File: src/source/uartPkg.sv
/*
 * serial line constants for the 8N1 transmitter and receiver
 * baud timing at 25 MHz, sample offset, frame layout and counter widths
 */

`default_nettype none

package uartPkg;

	localparam int bitCycles = 217; // 115200 baud at 25 MHz
	localparam int halfBit = 108; // start edge to mid-bit sample
	localparam int dataBits = 8; // payload bits, LSB first
	localparam int frameBits = 10; // start + 8 data + stop

	// counter widths derived from the timing above
	localparam int baudWidth = $clog2(bitCycles); // holds 0..216
	localparam int indexWidth = $clog2(frameBits); // holds 0..9

endpackage

`default_nettype wire

File: src/source/busPkg.sv
/*
 * register bus constants and register addresses
 * regWord union with the TX status and RX data views of one read word
 */

`default_nettype none

package busPkg;

	localparam int wordWidth = 16; // register word of the host computer
	localparam int clientCount = 2; // console and debug side

	localparam logic addrTx = 1'b0; // write loads a byte, read gives status
	localparam logic addrRx = 1'b1; // read gives data and clears valid

	// status word at addrTx, busy in the top bit like the host expects
	typedef struct packed {
		logic busy; // 1 while a frame is on the line
		logic [14:0] reserved;
	} txStatusView;

	// data word at addrRx
	typedef struct packed {
		logic valid; // unread byte held
		logic overrun; // a byte was lost before the read
		logic [5:0] reserved;
		logic [7:0] data; // last received byte
	} rxDataView;

	typedef union packed {
		txStatusView txStatus;
		rxDataView rxData;
	} regWord;

endpackage

`default_nettype wire

File: src/source/UartTx.sv
/*
 * 8N1 serializer
 * start bit, eight data bits LSB first, stop bit, with a busy flag
 */

`timescale 1ns/10ps
`default_nettype none

module UartTx import uartPkg::*; (
	input logic clk,
	input logic reset,
	input logic load, // start a frame with data
	input logic [dataBits-1:0] data, // byte to send
	output logic tx, // serial line, idles high
	output logic busy // high for the whole frame
);

	logic [dataBits:0] shiftReg; // bit 0 drives the line
	logic [baudWidth-1:0] baudCount; // cycles within the current bit
	logic [indexWidth-1:0] bitIndex; // which of the ten bits is out
	logic bitEnd;

	// last cycle of a bit time
	assign bitEnd = busy && (baudCount == baudWidth'(bitCycles - 1));

	always_ff @(posedge clk) begin
		if (reset) begin
			busy <= 1'b0;
			baudCount <= '0;
			bitIndex <= '0;
			shiftReg <= '1; // line high out of reset
		end else if (load) begin
			busy <= 1'b1; // rises the cycle after load
			baudCount <= '0;
			bitIndex <= '0;
			shiftReg <= {data, 1'b0}; // low start bit goes out first
		end else if (bitEnd) begin
			baudCount <= '0;
			// shift right, ones fill from the top and become the stop bit
			shiftReg <= {1'b1, shiftReg[dataBits:1]};
			if (bitIndex == indexWidth'(frameBits - 1)) begin
				busy <= 1'b0; // stop bit done, line stays high
				bitIndex <= '0;
			end else begin
				bitIndex <= bitIndex + 1'b1;
			end
		end else if (busy) begin
			baudCount <= baudCount + 1'b1;
		end
	end

	assign tx = shiftReg[0];

endmodule

`default_nettype wire

File: src/source/UartRx.sv
/*
 * 8N1 deserializer
 * line synchronizer, start edge detect, mid-bit sampling,
 * stop bit check and a one-cycle strobe per good byte
 */

`timescale 1ns/10ps
`default_nettype none

module UartRx import uartPkg::*; (
	input logic clk,
	input logic reset,
	input logic rx, // asynchronous serial line
	output logic strobe, // one cycle, byte on data is good
	output logic [dataBits-1:0] data
);

	logic rxMeta; // first synchronizer stage
	logic rxSync; // safe to use
	logic rxPrev; // for the falling edge
	logic active; // inside a frame
	logic [baudWidth-1:0] baudCount;
	logic [indexWidth-1:0] bitIndex; // 0 start, 1..8 data, 9 stop
	logic [dataBits-1:0] shiftReg;
	logic sampleNow;

	always_ff @(posedge clk) begin
		if (reset) begin
			rxMeta <= 1'b1; // idle line level
			rxSync <= 1'b1;
			rxPrev <= 1'b1;
		end else begin
			rxMeta <= rx;
			rxSync <= rxMeta;
			rxPrev <= rxSync;
		end
	end

	// first sample half a bit after the edge, then one per bit time
	assign sampleNow = active && ((bitIndex == '0) ? (baudCount == baudWidth'(halfBit))
		: (baudCount == baudWidth'(bitCycles - 1)));

	always_ff @(posedge clk) begin
		if (reset) begin
			active <= 1'b0;
			baudCount <= '0;
			bitIndex <= '0;
			strobe <= 1'b0;
		end else begin
			strobe <= 1'b0;
			if (!active) begin
				if (rxPrev && !rxSync) begin // falling edge, maybe a start bit
					active <= 1'b1;
					baudCount <= '0;
					bitIndex <= '0;
				end
			end else if (sampleNow) begin
				baudCount <= '0;
				bitIndex <= bitIndex + 1'b1;
				if (bitIndex == '0) begin
					if (rxSync) active <= 1'b0; // high at mid start, a glitch
				end else if (bitIndex == indexWidth'(frameBits - 1)) begin
					active <= 1'b0;
					strobe <= rxSync; // low stop bit drops the frame
				end else begin
					shiftReg <= {rxSync, shiftReg[dataBits-1:1]}; // LSB arrives first
				end
			end else begin
				baudCount <= baudCount + 1'b1;
			end
		end
	end

	// stable until the next frame's first data bit
	assign data = shiftReg;

endmodule

`default_nettype wire

File: src/source/BusArbiter.sv
/*
 * round-robin arbiter for two four-phase req/ack clients
 * muxes the granted client onto the shared register port
 */

`timescale 1ns/10ps
`default_nettype none

module BusArbiter import busPkg::*; (
	input logic clk,
	input logic reset,
	input logic [clientCount-1:0] clientReq,
	input logic [clientCount-1:0] clientWrite,
	input logic [clientCount-1:0] clientAddr,
	input logic [wordWidth-1:0] clientWdata [clientCount],
	input logic portAck,
	input logic [wordWidth-1:0] portRdata,
	output logic [clientCount-1:0] clientAck,
	output logic [wordWidth-1:0] clientRdata [clientCount],
	output logic portReq,
	output logic portWrite,
	output logic portAddr,
	output logic [wordWidth-1:0] portWdata
);

	logic granted; // a client owns the port
	logic grantId; // which one
	logic lastServed; // loses the next tie
	logic ackSeen; // port ack came up during this grant
	logic retire; // handshake back at zero
	logic pick;

	// on a tie the client not served last wins
	assign pick = (clientReq[0] && clientReq[1]) ? ~lastServed : clientReq[1];
	assign retire = ackSeen && !portAck;

	always_ff @(posedge clk) begin
		if (reset) begin
			granted <= 1'b0;
			grantId <= 1'b0;
			lastServed <= 1'b1; // client 0 wins the first tie
			ackSeen <= 1'b0;
		end else if (!granted) begin
			if (|clientReq) begin
				granted <= 1'b1; // grant one cycle after req
				grantId <= pick;
				ackSeen <= 1'b0;
			end
		end else if (retire) begin
			granted <= 1'b0;
			lastServed <= grantId;
			ackSeen <= 1'b0;
		end else if (portAck) begin
			ackSeen <= 1'b1;
		end
	end

	// a req raised again in the release cycle waits for a fresh grant
	assign portReq = granted && !retire && clientReq[grantId];
	assign portWrite = clientWrite[grantId];
	assign portAddr = clientAddr[grantId];
	assign portWdata = clientWdata[grantId];

	always_comb begin
		for (int i = 0; i < clientCount; i++) begin
			clientAck[i] = granted && (grantId == i) && portAck; // only the owner sees ack
			clientRdata[i] = (granted && (grantId == i)) ? portRdata : '0;
		end
	end

endmodule

`default_nettype wire

File: src/source/UartRegs.sv
/*
 * UART register block behind the shared port
 * TX write with back-pressure, TX status, RX data with valid and overrun
 */

`timescale 1ns/10ps
`default_nettype none

module UartRegs import busPkg::*; (
	input logic clk,
	input logic reset,
	input logic portReq,
	input logic portWrite,
	input logic portAddr,
	input logic [wordWidth-1:0] portWdata,
	input logic txBusy,
	input logic rxStrobe,
	input logic [7:0] rxByte,
	output logic portAck,
	output logic [wordWidth-1:0] portRdata,
	output logic txLoad, // one cycle, together with ack
	output logic [7:0] txByte
);

	logic valid;
	logic overrun;
	logic [7:0] rxHold; // last received byte
	logic txWrite; // request is a write to addrTx
	logic accept; // take the request this cycle
	logic readRx; // accepted read of addrRx
	regWord readWord;

	assign txWrite = portWrite && (portAddr == addrTx);
	assign accept = portReq && !portAck && !(txWrite && txBusy); // hold ack while busy
	assign readRx = accept && !portWrite && (portAddr == addrRx);

	// same word, two decodings by address
	always_comb begin
		readWord = '0;
		if (portAddr == addrTx) begin
			readWord.txStatus.busy = txBusy;
		end else begin
			readWord.rxData.valid = valid;
			readWord.rxData.overrun = overrun;
			readWord.rxData.data = rxHold;
		end
	end

	always_ff @(posedge clk) begin
		if (reset) begin
			portAck <= 1'b0;
			txLoad <= 1'b0;
			valid <= 1'b0;
			overrun <= 1'b0;
		end else begin
			txLoad <= accept && txWrite;
			if (accept) portAck <= 1'b1;
			else if (!portReq) portAck <= 1'b0; // drops the cycle after req
			if (rxStrobe) begin
				valid <= 1'b1;
				overrun <= (overrun || valid) && !readRx; // a read this cycle took the old byte
			end else if (readRx) begin
				valid <= 1'b0;
				overrun <= 1'b0;
			end
		end
	end

	always_ff @(posedge clk) begin
		if (accept) portRdata <= readWord; // valid while ack is high
		if (accept && txWrite) txByte <= portWdata[7:0];
		if (rxStrobe) rxHold <= rxByte;
	end

endmodule

`default_nettype wire

File: src/source/UartSystem.sv
/*
 * UART peripheral top level
 * arbiter, register block, transmitter and receiver
 */

`timescale 1ns/10ps
`default_nettype none

module UartSystem import busPkg::*; (
	input logic clk,
	input logic reset,
	input logic [clientCount-1:0] clientReq, // bit 0 console, bit 1 debug
	input logic [clientCount-1:0] clientWrite,
	input logic [clientCount-1:0] clientAddr,
	input logic [wordWidth-1:0] clientWdata [clientCount],
	output logic [clientCount-1:0] clientAck,
	output logic [wordWidth-1:0] clientRdata [clientCount],
	output logic tx, // serial out
	input logic rx // serial in
);

	// shared register port
	logic portReq;
	logic portWrite;
	logic portAddr;
	logic [wordWidth-1:0] portWdata;
	logic portAck;
	logic [wordWidth-1:0] portRdata;

	// register block to line side
	logic txLoad;
	logic [7:0] txByte;
	logic txBusy;
	logic rxStrobe;
	logic [7:0] rxByte;

	BusArbiter u_BusArbiter (
		.clk(clk),
		.reset(reset),
		.clientReq(clientReq),
		.clientWrite(clientWrite),
		.clientAddr(clientAddr),
		.clientWdata(clientWdata),
		.portAck(portAck),
		.portRdata(portRdata),
		.clientAck(clientAck),
		.clientRdata(clientRdata),
		.portReq(portReq),
		.portWrite(portWrite),
		.portAddr(portAddr),
		.portWdata(portWdata)
	);

	UartRegs u_UartRegs (
		.clk(clk),
		.reset(reset),
		.portReq(portReq),
		.portWrite(portWrite),
		.portAddr(portAddr),
		.portWdata(portWdata),
		.txBusy(txBusy),
		.rxStrobe(rxStrobe),
		.rxByte(rxByte),
		.portAck(portAck),
		.portRdata(portRdata),
		.txLoad(txLoad),
		.txByte(txByte)
	);

	UartTx u_UartTx (
		.clk(clk),
		.reset(reset),
		.load(txLoad),
		.data(txByte),
		.tx(tx),
		.busy(txBusy)
	);

	UartRx u_UartRx (
		.clk(clk),
		.reset(reset),
		.rx(rx),
		.strobe(rxStrobe),
		.data(rxByte)
	);

endmodule

`default_nettype wire

File: config.mk
export PLATFORM = sky130hd
export DESIGN_NAME = UartSystem
export DESIGN_NICKNAME = d
export VERILOG_FILES = /design/src/source/uartPkg.sv /design/src/source/busPkg.sv /design/src/source/UartTx.sv /design/src/source/UartRx.sv /design/src/source/BusArbiter.sv /design/src/source/UartRegs.sv /design/src/source/UartSystem.sv
export SDC_FILE = /design/constraint.sdc
export NUM_CORES = 1
export LEC_CHECK = 0
export ABC_AREA = 1
export BUFFER_PORTS_ARGS = -buffer_cell sky130_fd_sc_hd__buf_2
export CELL_PAD_IN_SITES_DETAIL_PLACEMENT = 0
export CELL_PAD_IN_SITES_GLOBAL_PLACEMENT = 2
export CORE_AREA = 2 2 150 94
export CTS_BUF_LIST = sky130_fd_sc_hd__clkbuf_16
export CTS_CLUSTER_DIAMETER = 200
export DETAILED_ROUTE_END_ITERATION = 8
export DIE_AREA = 0 0 152 96
export PLACE_DENSITY = 0.75
export RECOVER_POWER = 100
export SKIP_LAST_GASP = 1
export SLEW_MARGIN = 20
export SYNTH_ARGS = -nofsm -noshare
export SYNTH_HDL_FRONTEND = slang
export SYNTH_SLANG_ARGS = --single-unit
File: constraint.sdc
create_clock -name clk -period 2.05 [get_ports clk]
set_input_delay 0.1025 -clock clk [delete_from_list [all_inputs] [get_ports clk]]
set_output_delay 0.1025 -clock clk [all_outputs]
set_load 0.01 [all_outputs]
==> metrics.cfg, run 1 <==
[cts]
clock-sinks=81
clock_path_buffers=2
cts_tree=done
cts_inserted_buffers=9
clkLatencyLatePin_ns=0.33
htree_levels=3
cts_root_buffer=clkbuf_16
cts.clk_slew.worst_paths_ns=0.06

[routing]
drc=0
drt_first_iter_violations=164
antenna_left=0
drt_first_pass_iters=5
vias=2737
wl_um=7450
wire_per_inst_um=11.3
via_per_inst=4.15

[logic_synthesis]
ys_top_cells_by_count=nand2_1 (92), nor2_1 (56), inv_1 (49)
yosys.area_share.xor_xnor_pct=2.34
synth_compound_area_share_pct=9.79
netlist_instances=425
synth_area_um2=3750
synth_top_family_by_area=simple AND/OR/NAND/NOR gates
synth.avg_cell_area_um2=8.81
ys.flop_type=dfxtp_1
synth-adder-area-share_pct=2.34
synthMuxAreaShare_pct=0.367
synthTopCellsByArea=edfxtp_1 (27%), dfxtp_1 (25%), nand2_1 (9.2%)
synth_edf_count=34
ys_seq_area_share_pct=52.4
yosysTopAreaCellShare_pct=27.3
synth.most_common_cell=nand2_1
ys_async_sr_fraction_pct=0
synth-simple-area-share_pct=23.0
synth_top_area_cell=edfxtp_1
synth_seq_cells=81
synth.distinct_cells=37
ys_warn_count=0

[setup_path]
cp_cell_sequence=inv_1 -> ha_1 -> nand3_4 -> nand2_1 -> nand2_2 -> nand3_2 -> nor2_4 -> nand3_1 -> nor2_1 -> buf_4
critPathMaxFanout=8
start_kind=register
setup.worst_path.class=register to register
cpMaxStageDelayCell=dfxtp_1
crit_path_end_kind=register
worstPathArrival_ns=1.93
worstPathRequired_ns=2.09
critPathMaxStageDelay_ns=0.40
reg2regPathDepth=10

[layout]
nFillCells=1389
nets=527
final_core_util_pct=32.9
antenna_cells=0
drive_gt1_share_pct=14.3
multi_input_area_um2=1410
ff_latch_area_um2=1960
syn2layout_area_growth_pct=16.5
final_cells=659

[global_route]
overflow=0
grt_max_degree=24
grt_pass1_vias=2540
grt_pass1_wl_um=12200
antenna_found_initial=0
grt_use_total_pct=10.8

[hold_path]
hold_depth=3
hold_path.class=primary input to register

[placement]
pre_cts_slack_ns=0.137
dp_cells=642
post-dp-hpwl_um=5590
routabilityCongestion=0.756
port_buffers=47

[sta]
hold_viol_final=0
max_freq_mhz=530
period_minus_slack_ns=1.89
rsz0062_at_grt=false
post-route-period-util_pct=92.0
setup_ws_ns=0.163
fin_tns_setup_ns=0
setup_viol=0
slew_violations=0
finClkSkew_ns=0.00564

[pwr]
p_leak_nw=1.79
powerDensity_nw_per_um2=821
power.total_w=0.00359
worst_ir_drop_vdd_mv=0.366

[floorplan]
dieArea_um2=14600
die_w_um=152
die_h_um=96
coreArea_um2=13300
start_util_pct=28.3
fp-row-count=33
pin_count=76

[status]
status=finished, final reports clean

[flow_run]
cap_violations=0

-- layout make-up --
type                       instances  area share, %
inverter                          54           4.64
clock inverter                     7           1.92
sequential                        81           44.9
multi-input combinational        278           32.4
tap                              175           5.02
timing repair buffer              55           5.96
clock buffer                       9           5.16
-- cell usage in the layout, fill, tap and decap left out, types with 2 or more instances in the layout --
master / instances
nand2_2: 3
buf_2: 25
xor2_1: 7
or2_2: 2
o21ai_2: 3
edfxtp_1: 34
o21ai_0: 13
and3_1: 2
conb_1: 12
dfxtp_1: 47
nand3_2: 2
nor3_2: 4
nor2_1: 57
a21oi_1: 30
buf_4: 4
o211ai_2: 2
nand2_1: 94
ha_1: 7
nand3_1: 15
inv_6: 4
o21ai_1: 2
xnor2_1: 3
inv_1: 52
clkbuf_16: 9
clkbuf_1: 24
nand4_1: 3
o211ai_1: 5
nor3_1: 4
-- worst max-delay path: cells and delay by family (launching register included) --
kind / cells / cell delay, ns
adders and majority gates: 1 / 0.23
and+or+nand+nor: 7 / 0.72
DFF: 1 / 0.40
buffers and inverters: 2 / 0.25
-- report_power, final --
group / internal [W] / leakage (nW) / total (W) / switching, W
Combinational: 0.0000663 / 0.955 / 0.000213 / 0.000147
Clock: 0.000969 / 0.149 / 0.00165 / 0.000682
Sequential: 0.00170 / 0.691 / 0.00172 / 0.0000169
-- stage by stage --
stage | area (um^2) | hold slack, ns
CTS | 4450 | 0.0238
detailed placement | 4130 | 0.288
global placement | 4130 | 0.290
floorplan | 3790 | 0.206
finish | 4370 | 0.0331
global route | 4370 | 0.0308
-- flip-flops by register name, summed over array words and instances (netlist names), 4 cells and up --
register and flops:
u_UartRegs.portRdata 10, u_UartRegs.rxHold 8, u_UartRegs.txByte 8, u_UartRx.baudCount 8, u_UartRx.bitIndex 4, u_UartRx.data 8
u_UartTx.baudCount 8, u_UartTx.bitIndex 4, u_UartTx.shiftReg 9
-- final timing paths --
kind	from	endpoint	slack, ns
setup reg to reg	u_UartRx.bitIndex[0]	u_UartRx.data[4]	0.16
setup / recovery	u_UartRx.bitIndex[0]	u_UartRx.data[4]	0.16
hold reg to reg	u_UartRx.rxMeta	u_UartRx.rxSync	0.41
hold / removal	clientWdata[16]	u_UartRegs.txByte[0]	0.03
-- cells by family after synthesis --
kind of cell,count (synthesis)
DFF,81
xor gates and xnor gates,10
other,1
and+or+nand+nor,190
buffers and inverters,77
AOI/OAI and AO/OA,58
muxes,1
adders and majority gates,7
-- layer usage --
metal | vias up | track usage (%) | part of all wire (%)
met5 | - | 0 | 0
met4 | 0 | 3.50 | 0.81
met3 | 8 | 3.56 | 6.7
met2 | 65 | 15.4 | 37
met1 | 1211 | 15.3 | 56
li1 | 1453 | - | -
-- repair_timing --
item	4_1_cts	5_1_grt
hold endpoints to repair	1	0
gates resized for setup	0	1
setup buffers	0	0
setup endpoints to repair	0	7
hold buffers	1	0
Power figures use the tool's default switching activity.
==> inputs of run 2 (changes only) <==
--- a/config.mk
+++ b/config.mk
@@ -14,7 +14,7 @@
 export CTS_CLUSTER_DIAMETER = 200
 export DETAILED_ROUTE_END_ITERATION = 8
 export DIE_AREA = 0 0 152 96
-export PLACE_DENSITY = 0.75
+export PLACE_DENSITY_LB_ADDON = 0.1
 export RECOVER_POWER = 100
 export SKIP_LAST_GASP = 1
 export SLEW_MARGIN = 20
==> run 2 against run 1 <==
Combinational power barely moved; maximum frequency rose by 1.4%; clock power fell by 8%; cell count did not move; via count fell by 1.1%; design area fell by 0.63%; power fell by 3.7%.
==> metrics.cfg, run 2 (synthesized netlist as in run 1, its figures left out) <==
[cts]
clock_path_buffers=2  ; unchanged
clock-sinks=81  ; unchanged
cts_inserted_buffers=9  ; unchanged
htree_levels=3  ; unchanged
cts_root_buffer=clkbuf_16  ; unchanged
post-cts-setup-buffers=0  ; unchanged
cts.clk_slew.worst_paths_ns=0.07  ; was 0.06 ns
cts_tree=done  ; unchanged
clkLatencyLatePin_ns=0.34  ; was 0.33 ns

[setup_path]
crit_family=buffers and inverters  ; was simple AND/OR/NAND/NOR gates
crit_buf_inv=2  ; unchanged
reg2reg_to=u_UartRegs.portRdata[2]  ; was u_UartRx.data[4]
r2r-start=u_BusArbiter.grantId  ; was u_UartRx.bitIndex[0]
start_kind=register  ; unchanged
cp_cell_sequence=clkbuf_2 -> nand2_1 -> nand2_1 -> nand2_1 -> nor2_2 -> o21ai_2 -> inv_1  ; was inv_1 -> ha_1 -> nand3_4 -> nand2_1 -> nand2_2 -> nand3_2 -> nor2_4 -> nand3_1 -> nor2_1 -> buf_4
crit_start=u_BusArbiter.grantId  ; was u_UartRx.bitIndex[0]
endpoint=u_UartRegs.portRdata[2]  ; was u_UartRx.data[4]
critPathMaxStageDelay_ns=0.38  ; was 0.40 ns
r2r_setup_slack_ns=0.19  ; was 0.16 ns
cpMaxStageDelayCell=dfxtp_1  ; unchanged
path_depth=7  ; was 10
worstPathArrival_ns=1.87  ; was 1.93 ns
crit_path_end_kind=register  ; unchanged
worstPathRequired_ns=2.06  ; was 2.09 ns
setup.worst_path.class=register to register  ; unchanged
reg2regPathDepth=7  ; was 10
crit_top_cell=nand2_1
critPathMaxFanout=13  ; was 8

[layout]
syn2layout_area_growth_pct=15.8  ; was 16.5%
layout_commonest_cell=nand2_1  ; unchanged
final_core_util_pct=32.7  ; was 32.9%
drive_gt1_share_pct=15.9  ; was 14.3%
antenna_cells=0  ; unchanged
nets=527  ; unchanged
nFillCells=1410  ; was 1389
largest_registers=u_UartRegs.portRdata x10, u_UartTx.shiftReg x9  ; unchanged
largest_reg_flops=10  ; unchanged
final_cell_mix=nand2_1 (94), nor2_1 (57), inv_1 (51), dfxtp_1 (46), edfxtp_1 (34)  ; was nand2_1 (94), nor2_1 (57), inv_1 (52), dfxtp_1 (47), edfxtp_1 (34)
regMostFlops=u_UartRegs.portRdata  ; unchanged

[routing]
wire_per_inst_um=12.2  ; was 11.3 um
vias=2706  ; was 2737
drt_first_iter_violations=110  ; was 164
antenna_left=0  ; unchanged
drt_first_pass_iters=6  ; was 5
wl_um=8060  ; was 7450 um
drc=0  ; unchanged
via_per_inst=4.11  ; was 4.15

[status]
status=finished, final reports clean  ; unchanged

[pwr]
p_sw_share_pct=24.7  ; was 23.6%
pwr-share-comb_pct=6.2  ; was 5.9%
seqPwrFrac_pct=49.8  ; was 48.0%
worst_ir_drop_vdd_mv=0.433  ; was 0.366 mV
p_switching_w=0.000852  ; was 0.000846 W
p_leak_nw=1.80  ; was 1.79 nW
internal-power_w=0.00260  ; was 0.00274 W
powerDensity_nw_per_um2=796  ; was 821 nW/um^2
p_clk_share_pct=43.9  ; was 46.1%

[placement]
post-dp-hpwl_um=5900  ; was 5590 um
port_buffers=47  ; unchanged
routabilityCongestion=0.733  ; was 0.756

[sta]
rsz0062_at_grt=false  ; unchanged
setup_viol=0  ; unchanged
max_freq_mhz=537  ; was 530 MHz
worst_pin_slew_ns=1.24
finClkSkew_ns=0.00468  ; was 0.00564 ns
post-route-period-util_pct=90.8  ; was 92.0%
fin_tns_setup_ns=0  ; unchanged
slew_violations=0  ; unchanged
period_minus_slack_ns=1.86  ; was 1.89 ns
slew_headroom_pct=17.7
hold_viol_final=0  ; unchanged

[floorplan]
dieArea_um2=14600  ; unchanged
die_w_um=152  ; unchanged
start_util_pct=28.3  ; unchanged
coreArea_um2=13300  ; unchanged
fp-row-count=33  ; unchanged
die_h_um=96  ; unchanged
pin_count=76  ; unchanged

[global_route]
antenna_found_initial=0  ; unchanged
grt_pass1_wl_um=13500  ; was 12200 um
grt_use_total_pct=12.1  ; was 10.8%
overflow=0  ; unchanged
grt_max_degree=24  ; unchanged
grt_pass1_vias=2610  ; was 2540

[hold_path]
hold_path.class=primary input to register  ; unchanged

[flow_run]
cap_violations=0  ; unchanged

==> run 2: cell count changes in the layout (fill, tap and decap cells not counted), moves of 2 or more <==
cell,delta
inv_6,-2
clkbuf_2,+7
clkinvlp_4,+2
clkbuf_1,-6
==> run 2: how the worst min path moves through the flow <==
| stage | startpoint | to | slack (ns) | cells after the start |
|---|---|---|---|---|
| 2_1_floorplan | rx | u_UartRx.rxMeta | 0.21 | 1 |
| 3_3_place_gp | rx | u_UartRx.rxMeta | 0.29 | 2 |
| 3_5_place_dp | rx | u_UartRx.rxMeta | 0.29 | 2 |
| 4_1_cts | clientWdata[20] | u_UartRegs.txByte[4] | 0.02 | 3 |
| 5_1_grt | clientWdata[20] | u_UartRegs.txByte[4] | 0.03 | 3 |
| 6_report | clientWdata[20] | u_UartRegs.txByte[4] | 0.03 | 3 |
==> run 2: tightest hold or removal path: stages <==
cell	delay, ns
buf_2	0.08
nand2_1	0.04
nand2_1	0.04
==> run 2: layout make-up <==
type                            instances  area [um^2]  share of cell area [%]
Clock buffer                            9          225                    5.19
Clock inverter                          7         53.8                    1.24
Timing Repair Buffer                   55          268                    6.17
Multi-Input combinational cell        278         1410                    32.4
Tap cell                              175          219                    5.05
Sequential cell                        81         1960                    45.3
Inverter                               54          203                    4.67
==> run 2: through the flow <==
stage | instances | hold WS, ns | setup WS [ns] | instance area, um^2 | total power [W]
after global routing | 659 | 0.0341 | 0.0107 | 4340 | 0.00361
after global placement | 642 | 0.290 | 0.159 | 4130 | 0.00199
after CTS | 659 | 0.0157 | 0.138 | 4420 | 0.00351
after floorplan | 436 | 0.206 | 0.106 | 3790 | 0.00191
after detailed placement | 642 | 0.292 | 0.127 | 4130 | 0.00198
final | 659 | 0.0272 | 0.189 | 4340 | 0.00345
==> run 2: repair_timing <==
action	in CTS	in global routing
hold buffers	1	0
endpoints found under the setup margin	0	8
resized for setup	0	1
endpoints found under the hold margin	1	0
==> run 2: layer usage <==
metal / share of wire (%) / vias to the layer above / GRT usage, %
met5: 0 / - / 0
met4: 1.5 / 0 / 4.44
met3: 5.4 / 11 / 4.05
met2: 38 / 61 / 17.2
met1: 56 / 1189 / 16.9
li1: - / 1445 / -
==> run 2: power by group through the flow <==
stage / Clock (W) / Sequential [W] / Combinational, W
detailed placement: 0 / 0.00176 / 0.000227
floorplan: 0 / 0.00175 / 0.000165
global placement: 0 / 0.00176 / 0.000230
CTS: 0.00156 / 0.00172 / 0.000229
global route: 0.00165 / 0.00172 / 0.000247
finish: 0.00152 / 0.00172 / 0.000215
==> inputs of run 3 (changes only) <==
--- a/config.mk
+++ b/config.mk
@@ -14,7 +14,7 @@
 export CTS_CLUSTER_DIAMETER = 200
 export DETAILED_ROUTE_END_ITERATION = 8
 export DIE_AREA = 0 0 152 96
-export PLACE_DENSITY_LB_ADDON = 0.1
+export PLACE_DENSITY = 0.71
 export RECOVER_POWER = 100
 export SKIP_LAST_GASP = 1
 export SLEW_MARGIN = 20
==> run 3 against run 2 <==
Via count fell by 0.33%; clock power fell by 5%; register-to-register slack got worse by 0.04 ns; first-iteration DRC count rose by 95%; design area fell by 0.49%; critical endpoint is now u_UartRx.data[0]; sequential share of layout area rose by 0.19 points; global-route usage fell by 0.93 points; clock-buffer cell count did not move; routed wire length fell by 4.1%; flip-flop and latch count did not move.
==> metrics.cfg, run 3 (synthesized netlist as in run 1, its figures left out) <==
[status]
status=finished, final reports clean  ; unchanged

[layout]
antenna_cells=0  ; unchanged
syn2layout_area_growth_pct=15.2  ; was 15.8%
layout_commonest_cell=nand2_1  ; unchanged
nets=527  ; unchanged
largest_registers=u_UartRegs.portRdata x10, u_UartTx.shiftReg x9  ; unchanged
final_cell_mix=nand2_1 (95), nor2_1 (58), inv_1 (51), dfxtp_1 (47), edfxtp_1 (34)  ; was nand2_1 (94), nor2_1 (57), inv_1 (51), dfxtp_1 (46), edfxtp_1 (34)
regMostFlops=u_UartRegs.portRdata  ; unchanged
largest_reg_flops=10  ; unchanged
drive_gt1_share_pct=13.2  ; was 15.9%

[sta]
post-route-period-util_pct=92.7  ; was 90.8%
period_minus_slack_ns=1.90  ; was 1.86 ns
hold_viol_final=0  ; unchanged
slew_headroom_pct=23.9  ; was 17.7%
fin_tns_setup_ns=0  ; unchanged
setup_viol=0  ; unchanged
finClkSkew_ns=0.00683  ; was 0.00468 ns
max_freq_mhz=526  ; was 537 MHz
rsz0062_at_grt=false  ; unchanged
slew_violations=0  ; unchanged
worst_pin_slew_ns=1.14  ; was 1.24 ns

[setup_path]
crit_family=simple AND/OR/NAND/NOR gates  ; was buffers and inverters
worstPathRequired_ns=2.09  ; was 2.06 ns
r2r-start=u_UartRx.bitIndex[0]  ; was u_BusArbiter.grantId
critPathMaxFanout=8  ; was 13
start_kind=register  ; unchanged
setup.worst_path.class=register to register  ; unchanged
cp_cell_sequence=inv_1 -> ha_1 -> nand3_4 -> nand2_1 -> nand2_2 -> nand3_2 -> nor2_4 -> nand3_2 -> nor2_1 -> buf_4  ; was clkbuf_2 -> nand2_1 -> nand2_1 -> nand2_1 -> nor2_2 -> o21ai_2 -> inv_1
crit_path_end_kind=register  ; unchanged
cpMaxStageDelayCell=dfxtp_1  ; unchanged
crit_top_cell=nand3_2  ; was nand2_1
r2r_setup_slack_ns=0.15  ; was 0.19 ns
reg2regPathDepth=10  ; was 7
reg2reg_to=u_UartRx.data[0]  ; was u_UartRegs.portRdata[2]
critPathMaxStageDelay_ns=0.40  ; was 0.38 ns
crit_buf_inv=2  ; unchanged
worstPathArrival_ns=1.94  ; was 1.87 ns

[placement]
port_buffers=47  ; unchanged
post-dp-hpwl_um=5790  ; was 5900 um
routabilityCongestion=0.702  ; was 0.733

[global_route]
grt_pass1_vias=2510  ; was 2610
antenna_found_initial=0  ; unchanged
grt_pass1_wl_um=12800  ; was 13500 um
grt_use_total_pct=11.1  ; was 12.1%
grt_max_degree=24  ; unchanged
overflow=0  ; unchanged

[pwr]
p_switching_w=0.000793  ; was 0.000852 W
pwr-share-comb_pct=6.3  ; was 6.2%
seqPwrFrac_pct=51.0  ; was 49.8%
p_leak_nw=1.77  ; was 1.80 nW
worst_ir_drop_vdd_mv=0.294  ; was 0.433 mV
p_clk_share_pct=42.7  ; was 43.9%
internal-power_w=0.00258  ; was 0.00260 W
powerDensity_nw_per_um2=782  ; was 796 nW/um^2
p_sw_share_pct=23.5  ; was 24.7%
power.total_w=0.00338  ; was 0.00345 W

[hold_path]
min_to=u_UartRegs.txByte[2]  ; was u_UartRegs.txByte[4]
hold_depth=3  ; unchanged
hold_path.class=primary input to register  ; unchanged
hp-start=clientWdata[18]  ; was clientWdata[20]

[cts]
cts_tree=done  ; unchanged
clkLatencyLatePin_ns=0.33  ; was 0.34 ns
cts_root_buffer=clkbuf_16  ; unchanged
clock-sinks=81  ; unchanged
cts_inserted_buffers=9  ; unchanged
cts.clk_slew.worst_paths_ns=0.06  ; was 0.07 ns
clock_path_buffers=2  ; unchanged
post-cts-setup-buffers=0  ; unchanged
htree_levels=3  ; unchanged

[routing]
drc=0  ; unchanged
drt_first_iter_violations=215  ; was 110
wl_um=7730  ; was 8060 um
wire_per_inst_um=11.7  ; was 12.2 um
drt_first_pass_iters=4  ; was 6
via_per_inst=4.09  ; was 4.11
antenna_left=0  ; unchanged
vias=2697  ; was 2706

[flow_run]
cap_violations=0  ; unchanged

[floorplan]
die_w_um=152  ; unchanged
die_h_um=96  ; unchanged
dieArea_um2=14600  ; unchanged
pin_count=76  ; unchanged
start_util_pct=28.3  ; unchanged
coreArea_um2=13300  ; unchanged
fp-row-count=33  ; unchanged

[run 3: changes by cell type in the layout (fill, tap and decap cells not counted), sizes merged]
cell | before | now
buf | 28 | 27
clkbuf | 35 | 36
clkinvlp | 3 | 2
inv | 55 | 54
clkinv | 3 | 5
[run 3: layout make-up]
cell class | instances | area, um^2
Fill cell | 1401 | 8940
Sequential cell | 81 | 1960
Multi-Input combinational cell | 278 | 1410
Timing Repair Buffer | 55 | 255
Clock buffer | 9 | 225
Tap cell | 175 | 219
Inverter | 54 | 203
Clock inverter | 7 | 45.0
[run 3: how the worst max path moves through the flow]
stage / endpoint / slack [ns] / cells past startpoint / start
after CTS: u_UartRx.data[3] / 0.09 / 10 / u_UartRx.bitIndex[0]
final: u_UartRx.data[0] / 0.15 / 10 / u_UartRx.bitIndex[0]
after detailed placement: u_UartRx.data[0] / 0.08 / 10 / u_UartRx.bitIndex[0]
after floorplan: u_UartRx.data[0] / 0.11 / 9 / u_UartRx.bitIndex[0]
after global placement: u_UartRx.data[3] / 0.18 / 10 / u_UartRx.bitIndex[0]
after global routing: u_UartRx.data[3] / 0.02 / 10 / u_UartRx.bitIndex[0]
[run 3: what timing repair did]
action,4_1_cts,5_1_grt
hold buffers,1,0
gates resized for setup,0,1
setup endpoints to repair,0,8
hold endpoints to repair,1,0
[run 3: worst reg2reg max path, cell delays in order (launching register included)]
cell and delay [ns]:
dfxtp_1 0.40, inv_1 0.08, ha_1 0.23, nand3_4 0.12, nand2_1 0.08, nand2_2 0.07, nand3_2 0.13, nor2_4 0.15
nand3_2 0.10, nor2_1 0.10, buf_4 0.17
[run 3: power by group through the flow]
stage / logic [W] / clock network (W) / registers, W
after detailed placement: 0.000227 / 0 / 0.00176
after floorplan: 0.000165 / 0 / 0.00175
final: 0.000213 / 0.00144 / 0.00172
after global routing: 0.000246 / 0.00157 / 0.00172
after CTS: 0.000229 / 0.00150 / 0.00172
after global placement: 0.000225 / 0 / 0.00176
[run 3: metal layers]
layer	global-route usage, %	up-vias	share of wire [%]
met1	17.2	1172	58
li1	-	1454	-
met2	14.5	67	36
met5	0	-	0
met4	3.27	0	0.79
met3	3.38	4	5.2
[run 3: stage by stage]
step / utilization [%] / worst slack (ns) / hold slack [ns] / cells / area [um^2]
floorplan: - / 0.106 / 0.206 / 436 / 3790
global placement: 31.2 / 0.178 / 0.304 / 642 / 4130
detailed placement: 31.2 / 0.0833 / 0.308 / 642 / 4130
CTS: 33.3 / 0.0871 / 0.0299 / 659 / 4410
global route: 32.6 / 0.0161 / 0.0387 / 659 / 4320
finish: 32.6 / 0.150 / 0.0403 / 659 / 4320
